$ cat config.mk
export PLATFORM = sky130hd
export DESIGN_NAME = cart_mapper_top
export DESIGN_NICKNAME = d
export VERILOG_FILES = /design/src/hdl/cart_map_pkg.sv /design/src/hdl/cart_regs_pkg.sv /design/src/hdl/cart_ifs.sv /design/src/hdl/cart_mapper_top.sv /design/src/hdl/bus_drive.sv /design/src/hdl/mem_mapper.sv /design/src/hdl/cart_reg_file.sv /design/src/hdl/bus_front.sv
export SDC_FILE = /design/constraint.sdc
export NUM_CORES = 1
export LEC_CHECK = 0
export ABC_CLOCK_PERIOD_IN_PS = 3100
export BUFFER_PORTS_ARGS = -buffer_cell sky130_fd_sc_hd__buf_2
export CELL_PAD_IN_SITES_DETAIL_PLACEMENT = 0
export CELL_PAD_IN_SITES_GLOBAL_PLACEMENT = 1
export CORE_MARGIN = 2
export CORE_UTILIZATION = 30
export CTS_CLUSTER_DIAMETER = 120
export CTS_CLUSTER_SIZE = 30
export DETAILED_ROUTE_END_ITERATION = 6
export PLACE_DENSITY = 0.62
export SYNTH_ARGS = -nofsm -noshare
export SYNTH_HDL_FRONTEND = slang
export SYNTH_SLANG_ARGS = --single-unit
export TNS_END_PERCENT = 100
$ cat constraint.sdc
create_clock -name SClk -period 3.1 [get_ports SClk]
set_clock_uncertainty 0.15 [all_clocks]
set_input_delay 0.775 -clock SClk [delete_from_list [all_inputs] [get_ports SClk]]
set_output_delay 0.775 -clock SClk [all_outputs]
set_load 0.05 [all_outputs]
$ cat src/hdl/cart_map_pkg.sv
`default_nettype none

package cart_map_pkg;

    // decoded meaning of the AddrHi nibble, linear covers 4 to F
    typedef enum logic [2:0] {
        AREA_IO_NONE = 3'd0,
        AREA_RAM     = 3'd1,
        AREA_ROM0    = 3'd2,
        AREA_ROM1    = 3'd3,
        AREA_LINEAR  = 3'd4
    } area_e;

    localparam int ADDR_EXT_W = 7;

    // masked rom bank bits 8:7 per PSRAM chip
    localparam logic [1:0] PSRAM1_TOP2 = 2'd0;
    localparam logic [1:0] PSRAM2_TOP2 = 2'd1;

    // ram banks with this bit set are not backed by SRAM
    localparam int SRAM_BANK_BIT = 3;

endpackage

`default_nettype wire

$ cat src/hdl/cart_regs_pkg.sv
`default_nettype none

package cart_regs_pkg;

    localparam int REG_ADDR_W = 8;
    localparam int BANK_W     = 10;
    localparam int ROM_BANK_W = 9;
    localparam int RAM_MASK_W = 4;

    // 2001 register set
    localparam logic [REG_ADDR_W-1:0] LINEAR_ADDR_OFF = 8'hC0;
    localparam logic [REG_ADDR_W-1:0] RAM_BANK        = 8'hC1;
    localparam logic [REG_ADDR_W-1:0] ROM_BANK_0      = 8'hC2;
    localparam logic [REG_ADDR_W-1:0] ROM_BANK_1      = 8'hC3;

    // 2003 register set
    localparam logic [REG_ADDR_W-1:0] MEMORY_CTRL  = 8'hCE;
    localparam logic [REG_ADDR_W-1:0] RAM_BANK_L   = 8'hD0;
    localparam logic [REG_ADDR_W-1:0] RAM_BANK_H   = 8'hD1;
    localparam logic [REG_ADDR_W-1:0] ROM_BANK_0_L = 8'hD2;
    localparam logic [REG_ADDR_W-1:0] ROM_BANK_0_H = 8'hD3;
    localparam logic [REG_ADDR_W-1:0] ROM_BANK_1_L = 8'hD4;
    localparam logic [REG_ADDR_W-1:0] ROM_BANK_1_H = 8'hD5;

    // cartridge extension registers
    localparam logic [REG_ADDR_W-1:0] POW_CNT      = 8'hE2;
    localparam logic [REG_ADDR_W-1:0] BANK_MASK_LO = 8'hE4;
    localparam logic [REG_ADDR_W-1:0] BANK_MASK_HI = 8'hE5;

    // written to POW_CNT by software that does not know the extension state
    localparam logic [7:0] POW_UNLOCK = 8'hFD;

    typedef struct packed {
        logic [RAM_MASK_W-1:0] ram_mask;
        logic                  apply_ram;
        logic                  apply_rom1;
        logic                  apply_rom0;
        logic                  rom_mask_8;
    } mask_hi_t;

    typedef struct packed {
        logic       mcu_reset_n;
        logic       enable_sram;
        logic [3:0] ext_bits;
        logic       tf_power;
        logic       fastclk;
    } pow_cnt_t;

    typedef union packed {
        logic [7:0] raw;
        mask_hi_t   mask_hi;
        pow_cnt_t   pow;
    } wr_byte_u;

endpackage

`default_nettype wire
$ cat src/hdl/cart_ifs.sv
`default_nettype none

interface cart_bus_if;
    import cart_regs_pkg::*;

    logic                  io_wr_pulse;
    logic                  io_rd;
    logic                  mem_cycle;
    logic                  oe_act;
    logic                  we_act;
    logic [REG_ADDR_W-1:0] reg_addr;
    logic [7:0]            wdata;
    logic                  lane_odd;

    modport front (
        output io_wr_pulse, io_rd, mem_cycle, oe_act, we_act, reg_addr, wdata, lane_odd
    );
    modport regs  (input io_wr_pulse, reg_addr, wdata);
    modport map   (input oe_act, we_act, reg_addr, lane_odd);
    modport drive (input io_rd, mem_cycle, oe_act, we_act, lane_odd);
endinterface

interface bank_cfg_if;
    import cart_regs_pkg::*;

    logic [BANK_W-1:0]     ram_bank;
    logic [BANK_W-1:0]     rom0_bank;
    logic [BANK_W-1:0]     rom1_bank;
    logic [7:0]            linear_bank;
    logic [ROM_BANK_W-1:0] rom_mask;
    logic [RAM_MASK_W-1:0] ram_mask;
    logic                  apply_rom0;
    logic                  apply_rom1;
    logic                  apply_ram;
    logic                  self_flash;
    logic                  enable_sram;

    modport owner (
        output ram_bank, rom0_bank, rom1_bank, linear_bank, rom_mask, ram_mask,
        output apply_rom0, apply_rom1, apply_ram, self_flash, enable_sram
    );
    modport user (
        input ram_bank, rom0_bank, rom1_bank, linear_bank, rom_mask, ram_mask,
        input apply_rom0, apply_rom1, apply_ram, self_flash, enable_sram
    );
endinterface

`default_nettype wire

$ cat src/hdl/cart_mapper_top.sv
`default_nettype none

module cart_mapper_top (
    input  wire logic        SClk,
    input  wire logic        rst_n,
    input  wire logic        nSel,
    input  wire logic        nOE,
    input  wire logic        nWE,
    input  wire logic        nIO,
    input  wire logic [8:0]  AddrLo,
    input  wire logic [3:0]  AddrHi,
    input  wire logic [15:0] data_in,
    output logic [15:0]      data_out,
    output logic             data_oe_lo,
    output logic             data_oe_hi,
    output logic [cart_map_pkg::ADDR_EXT_W-1:0] AddrExt,
    output logic             nMem_OE,
    output logic             nMem_WE,
    output logic             nPSRAM1Sel,
    output logic             nPSRAM2Sel,
    output logic             nSRAMSel,
    output logic             PSRAM_nLB,
    output logic             PSRAM_nUB,
    output logic             FastClkEnable,
    output logic             TFPow,
    output logic             nMCUReset
);

    logic [7:0] reg_rdata;
    logic       reg_ack;
    logic       fastclk_enable;
    logic       ram_area_psram;

    cart_bus_if bus_if ();
    bank_cfg_if cfg_if ();

    bus_front u_bus_front (
        .SClk    (SClk),
        .rst_n   (rst_n),
        .nSel    (nSel),
        .nOE     (nOE),
        .nWE     (nWE),
        .nIO     (nIO),
        .AddrHi  (AddrHi),
        .AddrLo  (AddrLo),
        .data_in (data_in),
        .bus     (bus_if.front)
    );

    cart_reg_file u_reg_file (
        .SClk           (SClk),
        .rst_n          (rst_n),
        .bus            (bus_if.regs),
        .cfg            (cfg_if.owner),
        .reg_rdata      (reg_rdata),
        .reg_ack        (reg_ack),
        .fastclk_enable (fastclk_enable),
        .tf_power       (TFPow),
        .mcu_reset_n    (nMCUReset)
    );

    mem_mapper u_mem_mapper (
        .bus            (bus_if.map),
        .cfg            (cfg_if.user),
        .nSel           (nSel),
        .nIO            (nIO),
        .AddrExt        (AddrExt),
        .nPSRAM1Sel     (nPSRAM1Sel),
        .nPSRAM2Sel     (nPSRAM2Sel),
        .nSRAMSel       (nSRAMSel),
        .PSRAM_nLB      (PSRAM_nLB),
        .PSRAM_nUB      (PSRAM_nUB),
        .ram_area_psram (ram_area_psram)
    );

    bus_drive u_bus_drive (
        .bus            (bus_if.drive),
        .data_in        (data_in),
        .reg_rdata      (reg_rdata),
        .reg_ack        (reg_ack),
        .ram_area_psram (ram_area_psram),
        .nSel           (nSel),
        .data_out       (data_out),
        .data_oe_lo     (data_oe_lo),
        .data_oe_hi     (data_oe_hi)
    );

    // memory strobes pass straight to the chips
    assign nMem_OE       = nOE;
    assign nMem_WE       = nWE;
    assign FastClkEnable = ~fastclk_enable;

endmodule

`default_nettype wire

$ cat src/hdl/bus_drive.sv
`default_nettype none

module bus_drive (
    cart_bus_if.drive       bus,
    input  wire logic [15:0] data_in,
    input  wire logic [7:0]  reg_rdata,
    input  wire logic        reg_ack,
    input  wire logic        ram_area_psram,
    input  wire logic        nSel,
    output logic [15:0]      data_out,
    output logic             data_oe_lo,
    output logic             data_oe_hi
);

    logic psram_hi_read;
    logic psram_hi_write;
    logic reg_out;

    // 8-bit accesses to odd addresses use the upper PSRAM lane
    assign psram_hi_read  = bus.mem_cycle & ram_area_psram & bus.oe_act & bus.lane_odd;
    assign psram_hi_write = bus.mem_cycle & ram_area_psram & bus.we_act & bus.lane_odd;
    assign reg_out        = ~nSel & bus.io_rd & reg_ack;

    assign data_out[7:0]  = psram_hi_read ? data_in[15:8] : reg_rdata;
    assign data_out[15:8] = psram_hi_write ? data_in[7:0] : 8'h00;

    assign data_oe_lo = reg_out | psram_hi_read;
    assign data_oe_hi = psram_hi_write;

endmodule

`default_nettype wire

$ cat src/hdl/mem_mapper.sv
`default_nettype none

module mem_mapper (
    cart_bus_if.map  bus,
    bank_cfg_if.user cfg,
    input  wire logic nSel,
    input  wire logic nIO,
    output logic [cart_map_pkg::ADDR_EXT_W-1:0] AddrExt,
    output logic     nPSRAM1Sel,
    output logic     nPSRAM2Sel,
    output logic     nSRAMSel,
    output logic     PSRAM_nLB,
    output logic     PSRAM_nUB,
    output logic     ram_area_psram
);
    import cart_regs_pkg::*;
    import cart_map_pkg::*;

    area_e                 area;
    logic [3:0]            area_nib;
    logic [ROM_BANK_W-1:0] bank_sel;
    logic [ROM_BANK_W-1:0] rom_masked;
    logic [RAM_MASK_W-1:0] ram_masked;
    logic                  apply_mask;
    logic                  rom_space;
    logic                  ram_space;
    logic                  in_ram_area;
    logic                  psram1_hit;
    logic                  psram2_hit;
    logic                  sram_hit;
    logic                  strobe;

    assign area_nib = bus.reg_addr[7:4];

    always_comb begin
        case (area_nib)
            4'h0:    area = AREA_IO_NONE;
            4'h1:    area = AREA_RAM;
            4'h2:    area = AREA_ROM0;
            4'h3:    area = AREA_ROM1;
            default: area = AREA_LINEAR;
        endcase
    end

    always_comb begin
        bank_sel   = '0;
        apply_mask = 1'b1;
        rom_space  = 1'b0;
        ram_space  = 1'b0;
        case (area)
            AREA_RAM: begin
                // self flash remaps the ram window onto rom space
                rom_space  = cfg.self_flash;
                ram_space  = ~cfg.self_flash;
                bank_sel   = cfg.ram_bank[ROM_BANK_W-1:0];
                apply_mask = cfg.apply_ram;
            end
            AREA_ROM0: begin
                rom_space  = 1'b1;
                bank_sel   = cfg.rom0_bank[ROM_BANK_W-1:0];
                apply_mask = cfg.apply_rom0;
            end
            AREA_ROM1: begin
                rom_space  = 1'b1;
                bank_sel   = cfg.rom1_bank[ROM_BANK_W-1:0];
                apply_mask = cfg.apply_rom1;
            end
            AREA_LINEAR: begin
                rom_space = 1'b1;
                bank_sel  = {cfg.linear_bank[4:0], area_nib};
            end
            default: ;
        endcase
    end

    assign in_ram_area = (area == AREA_RAM);
    assign rom_masked  = apply_mask ? (bank_sel & cfg.rom_mask) : bank_sel;
    assign ram_masked  = apply_mask ? (cfg.ram_bank[RAM_MASK_W-1:0] & cfg.ram_mask)
                                    : cfg.ram_bank[RAM_MASK_W-1:0];

    assign psram1_hit = rom_space && rom_masked[8:7] == PSRAM1_TOP2;
    assign psram2_hit = rom_space && rom_masked[8:7] == PSRAM2_TOP2;
    assign sram_hit   = ram_space && !ram_masked[SRAM_BANK_BIT] && cfg.enable_sram;

    assign strobe     = ~nSel & nIO & (bus.oe_act | bus.we_act);
    assign nPSRAM1Sel = ~(strobe & psram1_hit);
    assign nPSRAM2Sel = ~(strobe & psram2_hit);
    assign nSRAMSel   = ~(strobe & sram_hit);

    // sram only decodes the low three bank bits
    assign AddrExt[2:0]            = rom_space ? rom_masked[2:0] : ram_masked[2:0];
    assign AddrExt[ADDR_EXT_W-1:3] = rom_masked[ADDR_EXT_W-1:3];

    assign PSRAM_nLB      = in_ram_area & bus.lane_odd;
    assign PSRAM_nUB      = in_ram_area & ~bus.lane_odd;
    assign ram_area_psram = in_ram_area & (psram1_hit | psram2_hit);

endmodule

`default_nettype wire

$ cat src/hdl/cart_reg_file.sv
`default_nettype none

module cart_reg_file (
    input  wire logic  SClk,
    input  wire logic  rst_n,
    cart_bus_if.regs   bus,
    bank_cfg_if.owner  cfg,
    output logic [7:0] reg_rdata,
    output logic       reg_ack,
    output logic       fastclk_enable,
    output logic       tf_power,
    output logic       mcu_reset_n
);
    import cart_regs_pkg::*;

    logic [BANK_W-1:0]     ram_bank;
    logic [BANK_W-1:0]     rom0_bank;
    logic [BANK_W-1:0]     rom1_bank;
    logic [7:0]            linear_bank;
    logic [ROM_BANK_W-1:0] rom_mask;
    logic [RAM_MASK_W-1:0] ram_mask;
    logic                  apply_rom0;
    logic                  apply_rom1;
    logic                  apply_ram;
    logic                  self_flash;
    logic                  enable_sram;
    wr_byte_u              wb;

    assign wb = bus.wdata;

    always_ff @(posedge SClk or negedge rst_n) begin
        if (!rst_n) begin
            ram_bank       <= '1;
            rom0_bank      <= '1;
            rom1_bank      <= '1;
            linear_bank    <= '1;
            rom_mask       <= '1;
            ram_mask       <= '1;
            apply_rom0     <= 1'b1;
            apply_rom1     <= 1'b1;
            apply_ram      <= 1'b1;
            self_flash     <= 1'b0;
            enable_sram    <= 1'b1;
            fastclk_enable <= 1'b1;
            tf_power       <= 1'b0;
            mcu_reset_n    <= 1'b1;
        end else if (bus.io_wr_pulse) begin
            case (bus.reg_addr)
                LINEAR_ADDR_OFF:          linear_bank    <= wb.raw;
                RAM_BANK, RAM_BANK_L:     ram_bank[7:0]  <= wb.raw;
                ROM_BANK_0, ROM_BANK_0_L: rom0_bank[7:0] <= wb.raw;
                ROM_BANK_1, ROM_BANK_1_L: rom1_bank[7:0] <= wb.raw;
                // high halves only hold the two top bank bits
                RAM_BANK_H:   ram_bank[9:8]  <= wb.raw[1:0];
                ROM_BANK_0_H: rom0_bank[9:8] <= wb.raw[1:0];
                ROM_BANK_1_H: rom1_bank[9:8] <= wb.raw[1:0];
                MEMORY_CTRL:  self_flash     <= wb.raw[0];
                BANK_MASK_LO: rom_mask[7:0]  <= wb.raw;
                BANK_MASK_HI: begin
                    rom_mask[8] <= wb.mask_hi.rom_mask_8;
                    apply_rom0  <= wb.mask_hi.apply_rom0;
                    apply_rom1  <= wb.mask_hi.apply_rom1;
                    apply_ram   <= wb.mask_hi.apply_ram;
                    ram_mask    <= wb.mask_hi.ram_mask;
                end
                POW_CNT: begin
                    fastclk_enable <= wb.pow.fastclk;
                    tf_power       <= wb.pow.tf_power;
                    enable_sram    <= wb.pow.enable_sram;
                    mcu_reset_n    <= wb.pow.mcu_reset_n;
                end
                default: ;
            endcase
        end
    end

    always_comb begin
        reg_ack   = 1'b1;
        reg_rdata = 8'h00;
        case (bus.reg_addr)
            LINEAR_ADDR_OFF:          reg_rdata = linear_bank;
            RAM_BANK, RAM_BANK_L:     reg_rdata = ram_bank[7:0];
            ROM_BANK_0, ROM_BANK_0_L: reg_rdata = rom0_bank[7:0];
            ROM_BANK_1, ROM_BANK_1_L: reg_rdata = rom1_bank[7:0];
            RAM_BANK_H:   reg_rdata = {6'h00, ram_bank[9:8]};
            ROM_BANK_0_H: reg_rdata = {6'h00, rom0_bank[9:8]};
            ROM_BANK_1_H: reg_rdata = {6'h00, rom1_bank[9:8]};
            MEMORY_CTRL:  reg_rdata = {7'h00, self_flash};
            BANK_MASK_LO: reg_rdata = rom_mask[7:0];
            BANK_MASK_HI: reg_rdata = {ram_mask, apply_ram, apply_rom1, apply_rom0, rom_mask[8]};
            // extension registers are always enabled on this cartridge
            POW_CNT: reg_rdata = {mcu_reset_n, enable_sram, 3'b000, 1'b1,
                                  tf_power, fastclk_enable};
            default: reg_ack = 1'b0;
        endcase
    end

    assign cfg.ram_bank    = ram_bank;
    assign cfg.rom0_bank   = rom0_bank;
    assign cfg.rom1_bank   = rom1_bank;
    assign cfg.linear_bank = linear_bank;
    assign cfg.rom_mask    = rom_mask;
    assign cfg.ram_mask    = ram_mask;
    assign cfg.apply_rom0  = apply_rom0;
    assign cfg.apply_rom1  = apply_rom1;
    assign cfg.apply_ram   = apply_ram;
    assign cfg.self_flash  = self_flash;
    assign cfg.enable_sram = enable_sram;

endmodule

`default_nettype wire

$ cat src/hdl/bus_front.sv
`default_nettype none

module bus_front (
    input  wire logic       SClk,
    input  wire logic       rst_n,
    input  wire logic       nSel,
    input  wire logic       nOE,
    input  wire logic       nWE,
    input  wire logic       nIO,
    input  wire logic [3:0] AddrHi,
    input  wire logic [8:0] AddrLo,
    input  wire logic [15:0] data_in,
    cart_bus_if.front       bus
);
    import cart_regs_pkg::*;

    logic [1:0]            nwe_sync;
    logic                  wr_io_q;
    logic                  wr_pulse_q;
    logic [REG_ADDR_W-1:0] wr_addr_q;
    logic [7:0]            wr_data_q;
    logic [REG_ADDR_W-1:0] live_addr;

    assign live_addr = {AddrHi, AddrLo[3:0]};

    always_ff @(posedge SClk or negedge rst_n) begin
        if (!rst_n) begin
            nwe_sync   <= 2'b11;
            wr_io_q    <= 1'b0;
            wr_pulse_q <= 1'b0;
        end else begin
            nwe_sync   <= {nwe_sync[0], nWE};
            // rising edge of the synchronised strobe ends the write
            wr_pulse_q <= nwe_sync[0] & ~nwe_sync[1] & wr_io_q;
            // sampled one stage early so even a one cycle strobe sets it in time
            if (!nwe_sync[0]) begin
                wr_io_q <= ~nSel & ~nIO;
            end
        end
    end

    always_ff @(posedge SClk) begin
        if (!nwe_sync[1]) begin
            wr_addr_q <= live_addr;
            wr_data_q <= data_in[7:0];
        end
    end

    assign bus.io_wr_pulse = wr_pulse_q;
    assign bus.reg_addr    = wr_pulse_q ? wr_addr_q : live_addr;
    assign bus.wdata       = wr_data_q;
    assign bus.io_rd       = ~nIO & ~nOE;
    assign bus.mem_cycle   = ~nSel & nIO;
    assign bus.oe_act      = ~nOE;
    assign bus.we_act      = ~nWE;
    assign bus.lane_odd    = AddrLo[0];

endmodule

`default_nettype wire

# Word level (Yosys, flattened, before mapping)
# Index checks and enable logic that the tools add are counted.
dict set report word_totals {
  ff_bits 79
  latch_bits 0
  ram_bits 0
  rom_bits 0
  input_bits 35
  output_inout_bits 35
  memories 0
}
dict set report op_classes {
  add_sub_neg 0
  multipliers 0
  div 0
  n_lt_le_gt_ge 0
  eq_ne 22
  shift 0
  n_mux 13
  bitwise 35
  reduce_logical 23
}
# op n
set op_table {}
lappend op_table {{8-bit == test, second input constant} 14}
lappend op_table {{8-bit case mux with 11 select lines} 1}
lappend op_table {{9-bit case mux with 4 select lines} 1}
lappend op_table {{8-bit 2-to-1 mux} 3}
lappend op_table {{2-bit AND reduction} 11}
lappend op_table {{1-bit bitwise AND} 19}
lappend op_table {{14-bit OR reduction} 1}
lappend op_table {{3-bit case mux with 4 select lines} 1}
lappend op_table {{1-bit NOT} 11}
lappend op_table {{9-bit bitwise AND} 1}
lappend op_table {{9-bit 2-to-1 mux} 1}
lappend op_table {{4-bit by 2-bit == test with 1-bit output, second input constant} 2}
lappend op_table {{3-bit by 2-bit == test with 1-bit output, second input constant} 2}
lappend op_table {{2-bit OR reduction} 3}
lappend op_table {{4-bit bitwise AND} 1}
lappend op_table {{4-bit by 1-bit == test with 1-bit output, second input constant} 1}
lappend op_table {{1-bit logical AND} 4}
lappend op_table {{4-bit logical NOT} 1}
lappend op_table {{4-bit 2-to-1 mux} 1}
lappend op_table {{3-bit by 1-bit == test with 1-bit output, second input constant} 1}
lappend op_table {{3-bit == test, second input constant} 1}
lappend op_table {{3-bit 2-to-1 mux} 1}
lappend op_table {{1-bit bitwise OR} 3}
lappend op_table {{1-bit case mux with 3 select lines} 1}
lappend op_table {{6 further kinds} 7}

# Longest topological paths before layout
dict set report logic_depth {
  ltp_word 15
  ltp_mapped 9
}

# Hierarchy
# A second synthesis with hierarchy kept.
dict set report hier_totals {
  cells_unflattened 376
  area_unflattened_um2 4593.2
}
# module instances cells_per_inst area_per_inst_um2
set modules_own_cells {}
lappend modules_own_cells {cart_reg_file 1 241 3114.2}
lappend modules_own_cells {bus_front 1 38 758.2}
lappend modules_own_cells {mem_mapper 1 73 516.7}
lappend modules_own_cells {bus_drive 1 21 185.2}
lappend modules_own_cells {cart_mapper_top 1 3 18.8}

# Worst setup path before layout
# Ideal clock, no wire load.
dict set report synth_timing {
  kind {input to output}
  start {in AddrHi[0]}
  end {out AddrExt[0] (netlist name)}
  arrival_ns 2.991
  t_required_ns 2.175
  slack_ns -0.816
  cell_stages 7
  n_path_buf 1
  cell_sequence {mux2i_1 > mux2_2 > o22ai_1 > and2_1 > buf_2 > nor2_1 > a221oi_1}
}
dict set report synth_between {
  elab_chain_len 8
}
# item line_no
set synth_lines {}
lappend synth_lines {{from (decl)} cart_mapper_top.sv:11} ;# input wire logic [3:0] AddrHi,
lappend synth_lines {{8-bit 2-to-1 mux (*)} bus_front.sv:50} ;# assign bus.reg_addr = wr_pulse_q ? wr_addr_q : live_addr;
lappend synth_lines {{4-bit by 2-bit == test with 1-bit output, or another cell as far along} mem_mapper.sv:36} ;# case (area_nib)
lappend synth_lines {{3-bit case mux with 4 select lines} mem_mapper.sv:36}
lappend synth_lines {{3-bit == test, or another cell as far along} mem_mapper.sv:50} ;# case (area)
lappend synth_lines {{9-bit case mux with 4 select lines} mem_mapper.sv:50}
lappend synth_lines {{9-bit bitwise AND} mem_mapper.sv:77} ;# assign rom_masked = apply_mask ? (bank_sel & cfg.rom_mask) : bank_sel;
lappend synth_lines {{9-bit 2-to-1 mux} mem_mapper.sv:77}
lappend synth_lines {{3-bit 2-to-1 mux (*)} mem_mapper.sv:91} ;# assign AddrExt[2:0] = rom_space ? rom_masked[2:0] : ram_masked[2:0];
lappend synth_lines {{to (decl)} cart_mapper_top.sv:16} ;# output logic [cart_map_pkg::ADDR_EXT_W-1:0] AddrExt,
# Mark *: on every way between the ends. The rest lies on a longest branch, timed or not.

# Final worst setup path
dict set report layout_timing {
  start {in AddrHi[0]}
  end {out data_out[11]}
}
dict set report layout_between {
  elab_chain_len 15
}
# item line_no
set layout_lines {}
lappend layout_lines {{8-bit 2-to-1 mux (*)} bus_front.sv:50}
lappend layout_lines {{4-bit by 2-bit == test with 1-bit output, or another cell as far along} mem_mapper.sv:36}
lappend layout_lines {{3-bit case mux with 4 select lines (*)} mem_mapper.sv:36}
lappend layout_lines {{3-bit == test, or another cell as far along} mem_mapper.sv:50}
lappend layout_lines {{9-bit case mux with 4 select lines} mem_mapper.sv:50}
lappend layout_lines {{9-bit bitwise AND} mem_mapper.sv:77}
lappend layout_lines {{9-bit 2-to-1 mux} mem_mapper.sv:77}
lappend layout_lines {{2-bit by 1-bit == test with 1-bit output / 2-bit logical NOT (equally long branches)} {mem_mapper.sv:82, mem_mapper.sv:81}}
lappend layout_lines {{1-bit logical AND, on equally long branches} {mem_mapper.sv:82, mem_mapper.sv:81}}
lappend layout_lines {{1-bit bitwise OR} mem_mapper.sv:96} ;# assign ram_area_psram = in_ram_area & (psram1_hit | psram2_hit);
lappend layout_lines {{1-bit bitwise AND (*)} mem_mapper.sv:96}
lappend layout_lines {{1-bit bitwise AND (*) (3 in a row)} bus_drive.sv:21} ;# assign psram_hi_write = bus.mem_cycle & ram_area_psram & bus.we_act & bus.lane_odd;
lappend layout_lines {{8-bit 2-to-1 mux (*)} bus_drive.sv:25} ;# assign data_out[15:8] = psram_hi_write ? data_in[7:0] : 8'h00;
lappend layout_lines {{to (decl)} cart_mapper_top.sv:13} ;# output logic [15:0] data_out,
# Marked as above.

==> results.py <==
metrics = {
    "placement": {
        "post-place-ws_ns": -0.5928,
        "port_buffers": 64,
        "place_congestion": 0.8397,
        "dpl.hpwl_um": 10460,
    },
    "floorplanning": {
        "std_cell_rows": 44,
        "io_pins": 70,
        "die_y_um": 125.7,
        "start_util_pct": 30.68,
        "die_x_um": 125.7,
        "core_area_um2": 14480,
        "die-area_um2": 15800,
    },
    "synthesis": {
        "synthCells": 375,
        "syn_nets": 410,
        "avgSynthCellArea_um2": 11.84,
        "ys_seq_area_share_pct": 47.97,
        "ys_seq_elements": 79,
        "yosysTopAreaCell": "dfstp_2",
        "synth_top_area_share_pct": 34.90,
        "synthFlopType": "dfstp_2",
        "synth_edf_count": 16,
        "syn_area_um2": 4442,
        "async_reset_ff_share_pct": 79.75,
        "synthTopCellsByArea": "dfstp_2 (35%), mux2_2 (11%), edfxtp_1 (11%)",
        "yosys_warnings": 0,
        "yosysUniqueCellTypes": 70,
    },
    "clock_network": {
        "cts_buffer_depth": 2,
        "ctsRootBufferMaster": "clkbuf_16",
        "path_clk_slew_ns": 0.06,
        "cts_hold_buf": 0,
        "worstSkewPairLatency_ns": 0.34,
        "tritoncts": "built",
        "cts_buffers": 9,
        "clock-sinks": 79,
        "htree_levels": 3,
    },
    "power_and_ir_drop": {
        "leakage_nw": 2.830,
        "total_power_mw": 2.698,
        "ir_drop_uv": 249.8,
        "power_density_nw_per_um2": 401.5,
    },
    "run_status": {
        "violations": "setup timing",
        "status": "finished, violations left",
    },
    "worst_hold_path": {
        "holdCritStartpoint": "u_bus_front.nwe_sync[0]",
        "whs_endpoint": "u_bus_front.nwe_sync[1]",
        "min_delay_path_depth": 0,
        "hold_class": "reg2reg",
    },
    "drt": {
        "via_per_inst": 5.193,
        "drc": 0,
        "ant_nets": 0,
        "wl_per_cell_um": 20.04,
        "drt_iter0_drc": 313,
        "wirelength_um": 14610,
        "first_pass_iters": 5,
        "dr_total_vias": 3786,
    },
    "global_route": {
        "antenna_found_initial": 0,
        "grt_pass1_vias": 3941,
        "track_usage_pct": 19.01,
        "grt_pass1_wl_um": 22810,
        "grt_max_degree": 64,
        "grt_remaining_overflow": 0,
    },
    "timing": {
        "hold_viol_final": 0,
        "setup_tns_ns": -10.40,
        "finalSetupViolCount": 28,
        "worst_pin_slew_ns": 0.8948,
        "fmax_mhz": 280.5,
        "post-route-min-period_ns": 3.565,
        "setup_ws_ns": -0.4646,
        "post-route-period-util_pct": 115.0,
        "slew_headroom_pct": 40.28,
        "rsz0062_at_grt": "true",
        "drv_slew": 0,
    },
    "critical_path": {
        "cp_common_cell": "buf_4",
        "path_cells": "buf_2, mux2_4, nand2_2, buf_4, o22ai_4, o21a_4, buf_4, nor3_4, buf_12, and2_4, buf_8",
        "slowest_delay_ns": 0.33,
        "cpMaxStageDelayCell": "mux2_4",
        "r2r_end": "u_reg_file.cfg.rom0_bank[6]",
        "critPathKind": "in2out",
        "start_kind": "input pin",
        "reg2regPathDepth": 10,
        "crit_arrival_ns": 2.64,
        "cp_max_fo": 7,
        "worstPathRequired_ns": 2.17,
        "critical_path.endpoint_type": "output port",
        "r2r_start": "u_bus_front.bus.io_wr_pulse",
        "regToRegSetupSlack_ns": 0.37,
    },
    "job": {
        "maxCapViolCount": 0,
    },
    "final_layout": {
        "drive_gt1_share_pct": 66.24,
        "area_growth_pct": 51.30,
        "n_fill_cell": 1339,
        "diodes": 0,
        "fin_nets": 575,
        "post-route-util_pct": 46.41,
    },
}
## sequential cells by signal (all words and copies together), names as in the netlist
| name | count |
|---|---|
| u_reg_file.cfg.rom0_bank | 10 |
| u_reg_file.cfg.apply_ram | 1 |
| u_reg_file.cfg.rom_mask | 9 |
| u_bus_front.bus.io_wr_pulse | 1 |
| u_reg_file.tf_power | 1 |
| u_reg_file.cfg.enable_sram | 1 |
| u_reg_file.cfg.linear_bank | 8 |
| u_reg_file.cfg.self_flash | 1 |
| u_reg_file.cfg.ram_bank | 10 |
| u_bus_front.bus.wdata | 8 |
| u_reg_file.cfg.ram_mask | 4 |
| u_reg_file.cfg.apply_rom0 | 1 |
| u_reg_file.mcu_reset_n | 1 |
| u_bus_front.wr_io_q | 1 |
| u_reg_file.cfg.rom1_bank | 10 |
| u_reg_file.cfg.apply_rom1 | 1 |
| u_bus_front.nwe_sync | 2 |
| u_bus_front.wr_addr_q | 8 |
| u_reg_file.fastclk_enable | 1 |
## final cells by class
cell class | count | area, µm² | share of cell area (%)
timing repair buffer | 170 | 1446 | 21.52
inverter | 6 | 22.52 | 0.3351
multi-input combinational | 274 | 2540 | 37.80
clock buffer | 13 | 260.3 | 3.873
tap | 184 | 230.2 | 3.426
sequential | 79 | 2131 | 31.71
clock inverter | 3 | 90.09 | 1.341
## worst max path at each step
stage                         to  slack (ns)  depth (start not counted)                        start
floorplan            data_out[6]       -0.60                          7                    AddrHi[0]
global placement     data_out[6]       -0.57                          8                    AddrHi[0]
detailed placement  data_out[13]       -0.59                         10                    AddrHi[0]
CTS                  data_out[0]       -0.46                          9                    AddrHi[0]
global route         data_out[6]       -0.54                         10  u_bus_front.bus.io_wr_pulse
finish              data_out[11]       -0.46                         11                    AddrHi[0]
## synthesized netlist by cell type, types with 3 or more instances
cell	count
dfstp_2	59
a22oi_1	10
nor3_1	5
buf_6	3
a21o_1	8
a222oi_1	8
nand2_1	42
a221oi_1	5
nand3_1	10
inv_1	6
nor2_1	17
nand2b_1	5
nand4_1	3
buf_2	6
a21oi_1	9
mux2_2	43
dfrtp_1	4
and2_1	11
mux2i_1	7
nor3_2	4
o2111ai_1	3
o21ai_0	7
o211ai_1	3
mux2_1	22
edfxtp_1	16
## power breakdown
part | internal [mW] | total (mW) | switching [mW]
registers | 1.10 | 1.13 | 0.0278
logic | 0.143 | 0.319 | 0.176
clock network | 0.832 | 1.25 | 0.418
total | 2.08 | 2.70 | 0.623
## through the flow
stage	cells	instance area, µm²	hold slack (ns)
6_report	729	6720	0.2113
2_1_floorplan	375	4646	0.2109
4_1_cts	725	6618	0.2162
5_1_grt	729	6720	0.2194
3_3_place_gp	696	5801	0.2148
3_5_place_dp	696	5801	0.2143
## cell families after synthesis
family          Yosys count  synth area share [%]
flops                    79                 47.97
buf+inv                  22                 3.070
mux                      75                 19.41
simple gates            122                 15.63
xor+xnor                  2                0.3944
compound gates           75                 13.52
## cells in the final DEF, fill, tap and decap left out, drive strengths merged, types with 2 or more instances in the layout
cell type,synthesis,routed
and4bb,2,2
a21oi,10,10
a211o,2,2
and2,11,11
and3,3,3
dfstp,59,59
a21o,8,8
buf,14,170
bufinv,0,3
nor3b,3,3
nand4,3,3
o2111ai,3,3
nor2b,2,2
mux2,66,66
o21ai,9,9
a221oi,5,5
a222oi,8,8
nor3,9,9
clkbuf,2,13
o32ai,2,2
o211ai,3,3
o22ai,3,3
o31ai,2,2
nor2,20,20
or2,3,3
nand2b,5,5
inv,6,6
mux2i,9,9
nand2,44,44
o221ai,2,2
edfxtp,16,16
dfrtp,4,4
nor4b,2,2
a22oi,10,10
nand3,10,10
## critical path, delay by kind of cell
family          cells  cell delay (ns)
compound gates      2             0.32
buf+inv             5             0.73
mux                 1             0.33
simple gates        3             0.49
## layer usage
layer / part of all wire, % / up-vias / wire (µm) / track usage (%)
li1: - / 1750 / - / -
met4: 2.0 / 0 / 287 / 6.928
met5: 0 / - / 0 / 0
met3: 5.1 / 18 / 746 / 2.549
met2: 48 / 112 / 6999 / 30.72
met1: 45 / 1906 / 6575 / 26.17
## timing repair
item                                    in CTS  in global routing
resized for setup                          101                 15
endpoints found under the setup margin      28                 29
buffers inserted                            13                  4
pin swaps                                   27                 10
No activity file was read; power rests on OpenSTA's default activity.
